**src/common/qspi_pkg.sv**
```systemverilog
package qspi_pkg;

    // ------------------------------
    // widths
    // ------------------------------
    localparam int DIV_SEL_W = 4;
    localparam int DIV_CNT_W = 11;
    localparam int MODE_W    = 2;    // [1] cpol, [0] cpha
    localparam int LANES_MAX = 4;

    // ------------------------------
    // enums
    // ------------------------------
    typedef enum logic [1:0] {
        LANE_SINGLE = 2'd0,
        LANE_DUAL   = 2'd1,
        LANE_QUAD   = 2'd2
    } lane_mode_e;

    typedef enum logic {
        ST_IDLE  = 1'b0,
        ST_SHIFT = 1'b1
    } shift_state_e;

    // ------------------------------
    // sck divider
    // ------------------------------
    // half period lasts the terminal count + 1 clocks
    // codes past the table run at the fastest rate
    localparam int DIV_CODES = 12;

    localparam logic [DIV_CNT_W-1:0] DIV_TABLE [DIV_CODES] = '{
        11'h000,    // div 2
        11'h001,    // div 4
        11'h003,    // div 8
        11'h007,    // div 16
        11'h00f,    // div 32
        11'h01f,
        11'h03f,
        11'h07f,
        11'h0ff,
        11'h1ff,
        11'h3ff,
        11'h7ff     // div 4096
    };

endpackage

```
**src/hw/qspi_cmd_decode.sv**
```systemverilog
module qspi_cmd_decode
    import qspi_pkg::*;
#(
    parameter int DATA_W = 8
) (
    input  logic              clk,
    input  logic              i_arst_n,

    input  logic              i_req_vld,
    input  logic              i_req_write,
    input  logic [DATA_W-1:0] i_req_data,
    input  lane_mode_e        i_req_lanes,
    input  logic              i_full_duplex,
    input  logic              i_busy,
    input  logic              i_slot_free,

    output logic              o_req_rdy,
    output logic              o_start,
    output logic [DATA_W-1:0] o_tx_word,
    output lane_mode_e        o_lanes,
    output logic              o_drive,
    output logic              o_capture
);

    logic accept;
    logic capture_nxt;

    // no request while shifting, starting or holding a response
    assign o_req_rdy = ~i_busy & ~o_start & i_slot_free;
    assign accept    = i_req_vld & o_req_rdy;

    // reads always return data, single-lane writes only in full duplex
    assign capture_nxt = ~i_req_write | ((i_req_lanes == LANE_SINGLE) & i_full_duplex);

    // ------------------------------
    // request latch
    // ------------------------------
    always_ff @(posedge clk or negedge i_arst_n) begin
        if (!i_arst_n) begin
            o_start   <= 1'b0;
            o_lanes   <= LANE_SINGLE;
            o_drive   <= 1'b0;
            o_capture <= 1'b0;
        end else begin
            o_start <= accept;     // one cycle after the handshake
            if (accept) begin
                o_lanes   <= i_req_lanes;
                o_drive   <= i_req_write;
                o_capture <= capture_nxt;
            end
        end
    end

    always_ff @(posedge clk) begin
        if (accept) begin
            o_tx_word <= i_req_data;
        end
    end

    // accepted request must reach the engine, which then reports busy
    a_accept_starts: assert property (
        @(posedge clk) disable iff (!i_arst_n)
        accept |-> ##2 i_busy
    );

endmodule

```
**src/hw/qspi_master.sv**
```systemverilog
module qspi_master
    import qspi_pkg::*;
#(
    parameter int DATA_W = 8   // multiple of 4
) (
    input  logic                 clk,
    input  logic                 i_arst_n,

    input  logic                 i_req_vld,
    output logic                 o_req_rdy,
    input  logic                 i_req_write,
    input  logic [DATA_W-1:0]    i_req_data,
    input  lane_mode_e           i_req_lanes,

    output logic                 o_rsp_vld,
    input  logic                 i_rsp_rdy,
    output logic [DATA_W-1:0]    o_rsp_data,

    input  logic [MODE_W-1:0]    i_mode,
    input  logic [DIV_SEL_W-1:0] i_div_sel,
    input  logic                 i_full_duplex,

    output logic                 o_sck,
    output logic [LANES_MAX-1:0] o_dq_o,
    output logic [LANES_MAX-1:0] o_dq_en,
    input  logic [LANES_MAX-1:0] i_dq_i
);

    // ------------------------------
    // internal wiring
    // ------------------------------
    logic                 start;
    logic [DATA_W-1:0]    tx_word;
    lane_mode_e           lanes;
    logic                 drive;
    logic                 capture;
    logic                 busy;
    logic                 slot_free;
    logic                 sck_run;
    logic                 lead;
    logic                 trail;
    logic                 sample;
    logic [LANES_MAX-1:0] rx_bits;
    logic                 done;

    qspi_cmd_decode #(
        .DATA_W (DATA_W)
    ) u_cmd_decode (
        .clk           (clk),
        .i_arst_n      (i_arst_n),
        .i_req_vld     (i_req_vld),
        .i_req_write   (i_req_write),
        .i_req_data    (i_req_data),
        .i_req_lanes   (i_req_lanes),
        .i_full_duplex (i_full_duplex),
        .i_busy        (busy),
        .i_slot_free   (slot_free),
        .o_req_rdy     (o_req_rdy),
        .o_start       (start),
        .o_tx_word     (tx_word),
        .o_lanes       (lanes),
        .o_drive       (drive),
        .o_capture     (capture)
    );

    qspi_sck_gen u_sck_gen (
        .clk       (clk),
        .i_arst_n  (i_arst_n),
        .i_run     (sck_run),
        .i_mode    (i_mode),
        .i_div_sel (i_div_sel),
        .o_sck     (o_sck),
        .o_lead    (lead),
        .o_trail   (trail)
    );

    qspi_shift_ctrl #(
        .DATA_W (DATA_W)
    ) u_shift_ctrl (
        .clk       (clk),
        .i_arst_n  (i_arst_n),
        .i_start   (start),
        .i_tx_word (tx_word),
        .i_lanes   (lanes),
        .i_drive   (drive),
        .i_mode    (i_mode),
        .i_lead    (lead),
        .i_trail   (trail),
        .i_dq_i    (i_dq_i),
        .o_busy    (busy),
        .o_sck_run (sck_run),
        .o_dq_o    (o_dq_o),
        .o_dq_en   (o_dq_en),
        .o_sample  (sample),
        .o_rx_bits (rx_bits),
        .o_done    (done)
    );

    qspi_rx_result #(
        .DATA_W (DATA_W)
    ) u_rx_result (
        .clk         (clk),
        .i_arst_n    (i_arst_n),
        .i_sample    (sample),
        .i_rx_bits   (rx_bits),
        .i_lanes     (lanes),
        .i_capture   (capture),
        .i_done      (done),
        .i_rsp_rdy   (i_rsp_rdy),
        .o_rsp_vld   (o_rsp_vld),
        .o_rsp_data  (o_rsp_data),
        .o_slot_free (slot_free)
    );

endmodule

```
**src/hw/qspi_rx_result.sv**
```systemverilog
module qspi_rx_result
    import qspi_pkg::*;
#(
    parameter int DATA_W = 8
) (
    input  logic                 clk,
    input  logic                 i_arst_n,

    input  logic                 i_sample,
    input  logic [LANES_MAX-1:0] i_rx_bits,
    input  lane_mode_e           i_lanes,
    input  logic                 i_capture,
    input  logic                 i_done,
    input  logic                 i_rsp_rdy,

    output logic                 o_rsp_vld,
    output logic [DATA_W-1:0]    o_rsp_data,
    output logic                 o_slot_free
);

    logic rsp_take;

    assign rsp_take    = o_rsp_vld & i_rsp_rdy;
    assign o_slot_free = ~o_rsp_vld | i_rsp_rdy;

    // ------------------------------
    // word assembly
    // ------------------------------
    // single lane reads dq1 like a plain spi miso
    always_ff @(posedge clk) begin
        if (i_sample & i_capture) begin
            case (i_lanes)
                LANE_DUAL: o_rsp_data <= {o_rsp_data[DATA_W-3:0], i_rx_bits[1:0]};
                LANE_QUAD: o_rsp_data <= {o_rsp_data[DATA_W-5:0], i_rx_bits};
                default:   o_rsp_data <= {o_rsp_data[DATA_W-2:0], i_rx_bits[1]};
            endcase
        end
    end

    // ------------------------------
    // response valid
    // ------------------------------
    always_ff @(posedge clk or negedge i_arst_n) begin
        if (!i_arst_n) begin
            o_rsp_vld <= 1'b0;
        end else if (i_done & i_capture) begin
            o_rsp_vld <= 1'b1;
        end else if (rsp_take) begin
            o_rsp_vld <= 1'b0;
        end
    end

    // held response survives back-pressure untouched
    a_rsp_hold: assert property (
        @(posedge clk) disable iff (!i_arst_n)
        (o_rsp_vld && !i_rsp_rdy) |=> (o_rsp_vld && $stable(o_rsp_data))
    );

endmodule

```
**src/qspi_engine/qspi_sck_gen.sv**
```systemverilog
module qspi_sck_gen
    import qspi_pkg::*;
(
    input  logic                 clk,
    input  logic                 i_arst_n,

    input  logic                 i_run,
    input  logic [MODE_W-1:0]    i_mode,
    input  logic [DIV_SEL_W-1:0] i_div_sel,

    output logic                 o_sck,
    output logic                 o_lead,
    output logic                 o_trail
);

    logic [DIV_CNT_W-1:0] div_cnt;
    logic [DIV_CNT_W-1:0] div_term;
    logic                 sck_act;   // high while sck is away from cpol
    logic                 tick;
    logic                 cpol;

    assign cpol = i_mode[1];

    // ------------------------------
    // divider
    // ------------------------------
    always_comb begin
        if (i_div_sel < DIV_CODES) begin
            div_term = DIV_TABLE[i_div_sel];
        end else begin
            div_term = '0;          // fastest
        end
    end

    assign tick = i_run & (div_cnt == div_term);

    always_ff @(posedge clk or negedge i_arst_n) begin
        if (!i_arst_n) begin
            div_cnt <= '0;
            sck_act <= 1'b0;
        end else if (!i_run) begin
            div_cnt <= '0;
            sck_act <= 1'b0;
        end else if (tick) begin
            div_cnt <= '0;
            sck_act <= ~sck_act;
        end else begin
            div_cnt <= div_cnt + 1'b1;
        end
    end

    // ------------------------------
    // pin and edge strobes
    // ------------------------------
    // strobes mark the cycle whose closing clock edge moves sck
    assign o_lead  = tick & ~sck_act;
    assign o_trail = tick & sck_act;

    assign o_sck = sck_act ^ cpol;

endmodule

```
**src/qspi_engine/qspi_shift_ctrl.sv**
```systemverilog
module qspi_shift_ctrl
    import qspi_pkg::*;
#(
    parameter int DATA_W = 8
) (
    input  logic                 clk,
    input  logic                 i_arst_n,

    input  logic                 i_start,
    input  logic [DATA_W-1:0]    i_tx_word,
    input  lane_mode_e           i_lanes,
    input  logic                 i_drive,
    input  logic [MODE_W-1:0]    i_mode,
    input  logic                 i_lead,
    input  logic                 i_trail,
    input  logic [LANES_MAX-1:0] i_dq_i,

    output logic                 o_busy,
    output logic                 o_sck_run,
    output logic [LANES_MAX-1:0] o_dq_o,
    output logic [LANES_MAX-1:0] o_dq_en,
    output logic                 o_sample,
    output logic [LANES_MAX-1:0] o_rx_bits,
    output logic                 o_done
);

    localparam int SLOT_W = $clog2(DATA_W);

    shift_state_e      state;
    logic [SLOT_W-1:0] slot_cnt;
    logic [SLOT_W-1:0] last_slot;
    logic [DATA_W-1:0] tx_sreg;
    logic              active;
    logic              cpha;
    logic              out_step;
    logic              in_step;
    logic              last_edge;

    assign active = (state == ST_SHIFT);
    assign cpha   = i_mode[0];

    always_comb begin
        case (i_lanes)
            LANE_DUAL: last_slot = SLOT_W'(DATA_W / 2 - 1);
            LANE_QUAD: last_slot = SLOT_W'(DATA_W / 4 - 1);
            default:   last_slot = SLOT_W'(DATA_W - 1);
        endcase
    end

    // ------------------------------
    // edge decode
    // ------------------------------
    // cpha 0 drives at slot start and samples on lead
    // cpha 1 drives on lead and samples on trail
    // first slot is already on the lanes before its lead
    assign out_step  = active & (cpha ? (i_lead & (slot_cnt != '0)) : i_trail);
    assign in_step   = active & (cpha ? i_trail : i_lead);
    assign last_edge = active & i_trail & (slot_cnt == last_slot);

    // ------------------------------
    // state machine
    // ------------------------------
    always_ff @(posedge clk or negedge i_arst_n) begin
        if (!i_arst_n) begin
            state    <= ST_IDLE;
            slot_cnt <= '0;
            o_done   <= 1'b0;
            o_sample <= 1'b0;
        end else begin
            o_done   <= last_edge;
            o_sample <= in_step;
            case (state)
                ST_IDLE: begin
                    if (i_start) begin
                        state    <= ST_SHIFT;
                        slot_cnt <= '0;
                    end
                end
                ST_SHIFT: begin
                    if (last_edge) begin
                        state <= ST_IDLE;
                    end else if (i_trail) begin
                        slot_cnt <= slot_cnt + 1'b1;   // slot ends on trail
                    end
                end
            endcase
        end
    end

    // ------------------------------
    // data path
    // ------------------------------
    always_ff @(posedge clk) begin
        if (i_start) begin
            tx_sreg <= i_tx_word;
        end else if (out_step) begin
            case (i_lanes)
                LANE_DUAL: tx_sreg <= tx_sreg << 2;
                LANE_QUAD: tx_sreg <= tx_sreg << 4;
                default:   tx_sreg <= tx_sreg << 1;
            endcase
        end
        if (in_step) begin
            o_rx_bits <= i_dq_i;   // raw lanes for the result to pick apart
        end
    end

    // msb of the group on the highest lane in use
    always_comb begin
        o_dq_o = '0;
        case (i_lanes)
            LANE_DUAL: o_dq_o[1:0] = tx_sreg[DATA_W-1 -: 2];
            LANE_QUAD: o_dq_o      = tx_sreg[DATA_W-1 -: 4];
            default:   o_dq_o[0]   = tx_sreg[DATA_W-1];
        endcase
    end

    assign o_dq_en[0]   = active;
    assign o_dq_en[1]   = active & i_drive & (i_lanes != LANE_SINGLE);
    assign o_dq_en[3:2] = {2{active & i_drive & (i_lanes == LANE_QUAD)}};

    assign o_sck_run = active;
    assign o_busy    = active | o_done;   // covers the cycle before rsp_vld

    // lane enables hold for the whole transfer
    a_en_steady: assert property (
        @(posedge clk) disable iff (!i_arst_n)
        (active && $past(active)) |-> $stable(o_dq_en)
    );

endmodule

```
**config.mk**
```make
export PLATFORM = sky130hd
export DESIGN_NAME = qspi_master
export DESIGN_NICKNAME = d
export VERILOG_FILES = /design/src/common/qspi_pkg.sv /design/src/hw/qspi_cmd_decode.sv /design/src/hw/qspi_master.sv /design/src/hw/qspi_rx_result.sv /design/src/qspi_engine/qspi_sck_gen.sv /design/src/qspi_engine/qspi_shift_ctrl.sv
export SDC_FILE = /design/constraint.sdc
export NUM_CORES = 1
export LEC_CHECK = 0
export BUFFER_PORTS_ARGS = -buffer_cell sky130_fd_sc_hd__buf_4
export CORE_ASPECT_RATIO = 1.75
export CORE_UTILIZATION = 35
export DETAILED_ROUTE_END_ITERATION = 8
export HOLD_SLACK_MARGIN = 0.1
export PLACE_DENSITY_LB_ADDON = 0.2
export SLEW_MARGIN = 15
export SYNTH_ARGS = -nofsm -noshare
export SYNTH_HDL_FRONTEND = slang
export SYNTH_HIERARCHICAL = 1
export SYNTH_SLANG_ARGS = --single-unit
```
**constraint.sdc**
```tcl
create_clock -name clk -period 7.94 [get_ports clk]
set_clock_uncertainty 0.2 [all_clocks]
set_input_delay 1.588 -clock clk [delete_from_list [all_inputs] [get_ports clk]]
set_output_delay 1.588 -clock clk [all_outputs]
set_load 0.005 [all_outputs]
```
==> metrics.cfg <==
[outcome]
status=completed

[pwr]
comb_power_share_pct=20.9
clkPwrFrac_pct=29.1
switching_share_pct=30.51
leakagePower_nw=1.442
irDropWorstVdd_mv=0.1024
internal_power_uw=508.0
seqPwrFrac_pct=49.9
power_switching_uw=223.1
totalPowerFinal_uw=731.1
power_density_nw_per_um2=212.2

[finish]
nets=356
layout-drive-gt1-share_pct=21.18
syn2layout_area_growth_pct=16.40
utilization_pct=41.73
diodes=0
fillCellCount=813
fin_area_um2=3446
stdcell_count=413

[clock_network]
cts-resized-gates=0
cts_tree=yes
hold_buffers=0
numCtsBuffers=5
cts_sinks=52
clk_pin_slew_ps=70
cts_htree_levels=2
cts_setup_buffers=0
root_buffer=clkbuf_16
clk_latency_ps=290
cts_max_path_buffers=2

[sta]
worst_slew_pin_slew_ps=682.1
final.period_utilization_pct=58.87
hold_viol=0
setup_slack_ps=3266
rsz0062_at_grt=no
finalCriticalPeriod_ps=4674
setup_violations=0
drv_slew=0
finalSetupTns_ps=0
maxClockFrequency_ghz=0.2139
whs_ps=273.6
maxSlewHeadroom_pct=54.53

[detailed_routing]
dr_total_vias=2167
firstDrtPassIters=4
ant_nets=0
wl_um=6093
viasPerCell=5.247
drt_iter0_markers=124
drc=0
wire_per_inst_um=14.75

[logic_synthesis]
synthFlopType=edfxtp_1
synth_xor_area_share_pct=5.579
synthArstFlopShare_pct=46.15
synth_simple_gate_area_share_pct=19.53
synth_warnings=6
yosysSeqAreaShare_pct=48.69
synth-adder-area-share_pct=4.565
yosysUniqueCellTypes=53
synth-edff-count=28
ys_seq_elements=52
syn_area_um2=2960
synth_nets=324
syn-instance-count=288
synth_top_family_by_area=simple AND/OR/NAND/NOR gates
synth_compound_area_share_pct=14.50
muxShareOfSynthArea_pct=1.860
syn_avg_cell_area_um2=10.28

[die]
die_w_um=71.52
core_area_um2=8258
die_area_um2=8844
initial_utilization_pct=35.85
row_count=44
die_y_um=123.7
io_pins=45

[critical_path]
cp-end-kind=register
cp-endpoint=u_shift_ctrl/tx_sreg[4]$_DFFE_PP_
crit_arrival_ps=4440
cp-start-kind=input port
r2r_slack_ps=4590
crit_start=i_div_sel[0]
r2r-start=u_sck_gen/div_cnt[4]$_DFF_PN0_
timing.rr.end=u_shift_ctrl/tx_sreg[4]$_DFFE_PP_
crit_fanout=12
worst-setup-path-type=in -> reg
cp.required_ps=7710
rr_worst_depth=9

[grt]
grt_util_all_layers_pct=14.61
grt_antenna_before_repair=0
overflow=0
grt_pass1_vias=2079
grt_pass1_wl_um=9936
grt_max_degree=25

[placed_design]
portBuffers=44
dp_slack_ps=2979
dp_cells=405
place_congestion=0.7542
hpwl_um=4551
postPlaceCellArea_um2=3302

[job]
maxCapViolations=0

[worst_hold_path]
hold_path_class=reg -> reg

worst max-delay path: stages:
cell,delay (ps)
buf_4,150
or4_4,530
a211oi_2,250
a311oi_1,80
or4_4,540
or3_4,410
nor2_1,310
nor2b_1,180
a31o_1,110
a21o_1,280
power groups by stage:
stage | logic [mW] | clock network [mW] | registers [mW]
6_report | 0.153 | 0.213 | 0.365
5_1_grt | 0.176 | 0.229 | 0.373
4_1_cts | 0.155 | 0.220 | 0.364
3_5_place_dp | 0.155 | 0 | 0.368
3_3_place_gp | 0.152 | 0 | 0.369
2_1_floorplan | 0.140 | 0 | 0.337
per-layer routing:
layer / routed length (um) / vias to the layer above / track usage (%)
li1: - / 1089 / -
met1: 2382 / 1029 / 15.91
met2: 3366 / 41 / 27.26
met3: 212 / 8 / 2.589
met4: 131 / 0 / 6.618
met5: 0 / - / 0
state kept, by name, indices dropped and copies added, names as in the netlist, 2 cells and up:
register	count
u_shift_ctrl/tx_sreg	8
u_shift_ctrl/slot_cnt	3
u_cmd_decode/o_lanes	2
u_shift_ctrl/o_rx_bits	4
u_cmd_decode/o_tx_word	8
u_rx_result/o_rsp_data	8
u_sck_gen/div_cnt	11
synthesized netlist by cell type (3+ instances only):
library cell  number  area (um2)
a211oi_1           6       45.04
a21o_1             7       52.55
a21oi_1            3       15.01
a22oi_1           12       90.09
a31oi_1            5       31.28
and2_1             5       31.28
and3_1             3       18.77
buf_2              8       40.04
buf_4              3       22.52
clkbuf_1           7       26.28
dfrtp_1           24       600.6
edfxtp_1          28       840.8
ha_1              10       125.1
inv_1             12       45.04
mux2_4             3       45.04
nand2_1           25       93.84
nand2b_1           7       43.79
nand3_1           13       65.06
nor2_1            27       101.4
nor2b_1            8       50.05
nor3_1             4       20.02
o21ai_0            9       45.04
o21ai_1            6       30.03
xnor2_1            8       70.07
xor2_1             9       78.83
logic make-up (layout without fill, tap and decap cells):
kind of cell               after synthesis  after routing
adders and majority gates               11             11
DFF                                     52             52
AOI/OAI and AO/OA                       61             61
and+or+nand+nor                        110            110
xor gates and xnor gates                18             18
muxes                                    4              4
buffers and inverters                   32             65
how the worst min path moves through the flow:
stage                                        from                                 to  slack [ps]  depth (start not counted)
global placement    u_shift_ctrl/o_done$_DFF_PN0_  u_rx_result/o_rsp_vld$_DFFE_PN0P_         260                          2
finish              u_shift_ctrl/o_done$_DFF_PN0_  u_rx_result/o_rsp_vld$_DFFE_PN0P_         270                          2
detailed placement  u_shift_ctrl/o_done$_DFF_PN0_  u_rx_result/o_rsp_vld$_DFFE_PN0P_         260                          2
global route        u_shift_ctrl/o_done$_DFF_PN0_  u_rx_result/o_rsp_vld$_DFFE_PN0P_         350                          2
CTS                 u_shift_ctrl/o_done$_DFF_PN0_  u_rx_result/o_rsp_vld$_DFFE_PN0P_         270                          2
floorplan           u_shift_ctrl/o_done$_DFF_PN0_  u_rx_result/o_rsp_vld$_DFFE_PN0P_         240                          2
cells in the final DEF (no fill, tap or decap), drive strengths merged, types with 10 or more instances in the layout:
cell type,instances
xor2,10
ha,10
inv,12
a22oi,12
buf,45
dfrtp,24
nor2,27
nand3,13
nand2,25
o21ai,17
edfxtp,28
layout make-up:
type | count | area (um2) | share of cell area [%]
clock buffer | 5 | 125.1 | 3.631
clock inverter | 3 | 18.77 | 0.5447
inverter | 12 | 45.04 | 1.307
multi-input combinational | 204 | 1363 | 39.54
sequential | 52 | 1441 | 41.83
tap | 92 | 115.1 | 3.341
timing repair buffer | 45 | 337.8 | 9.804
Note: power is estimated with default switching activity, not from simulation.
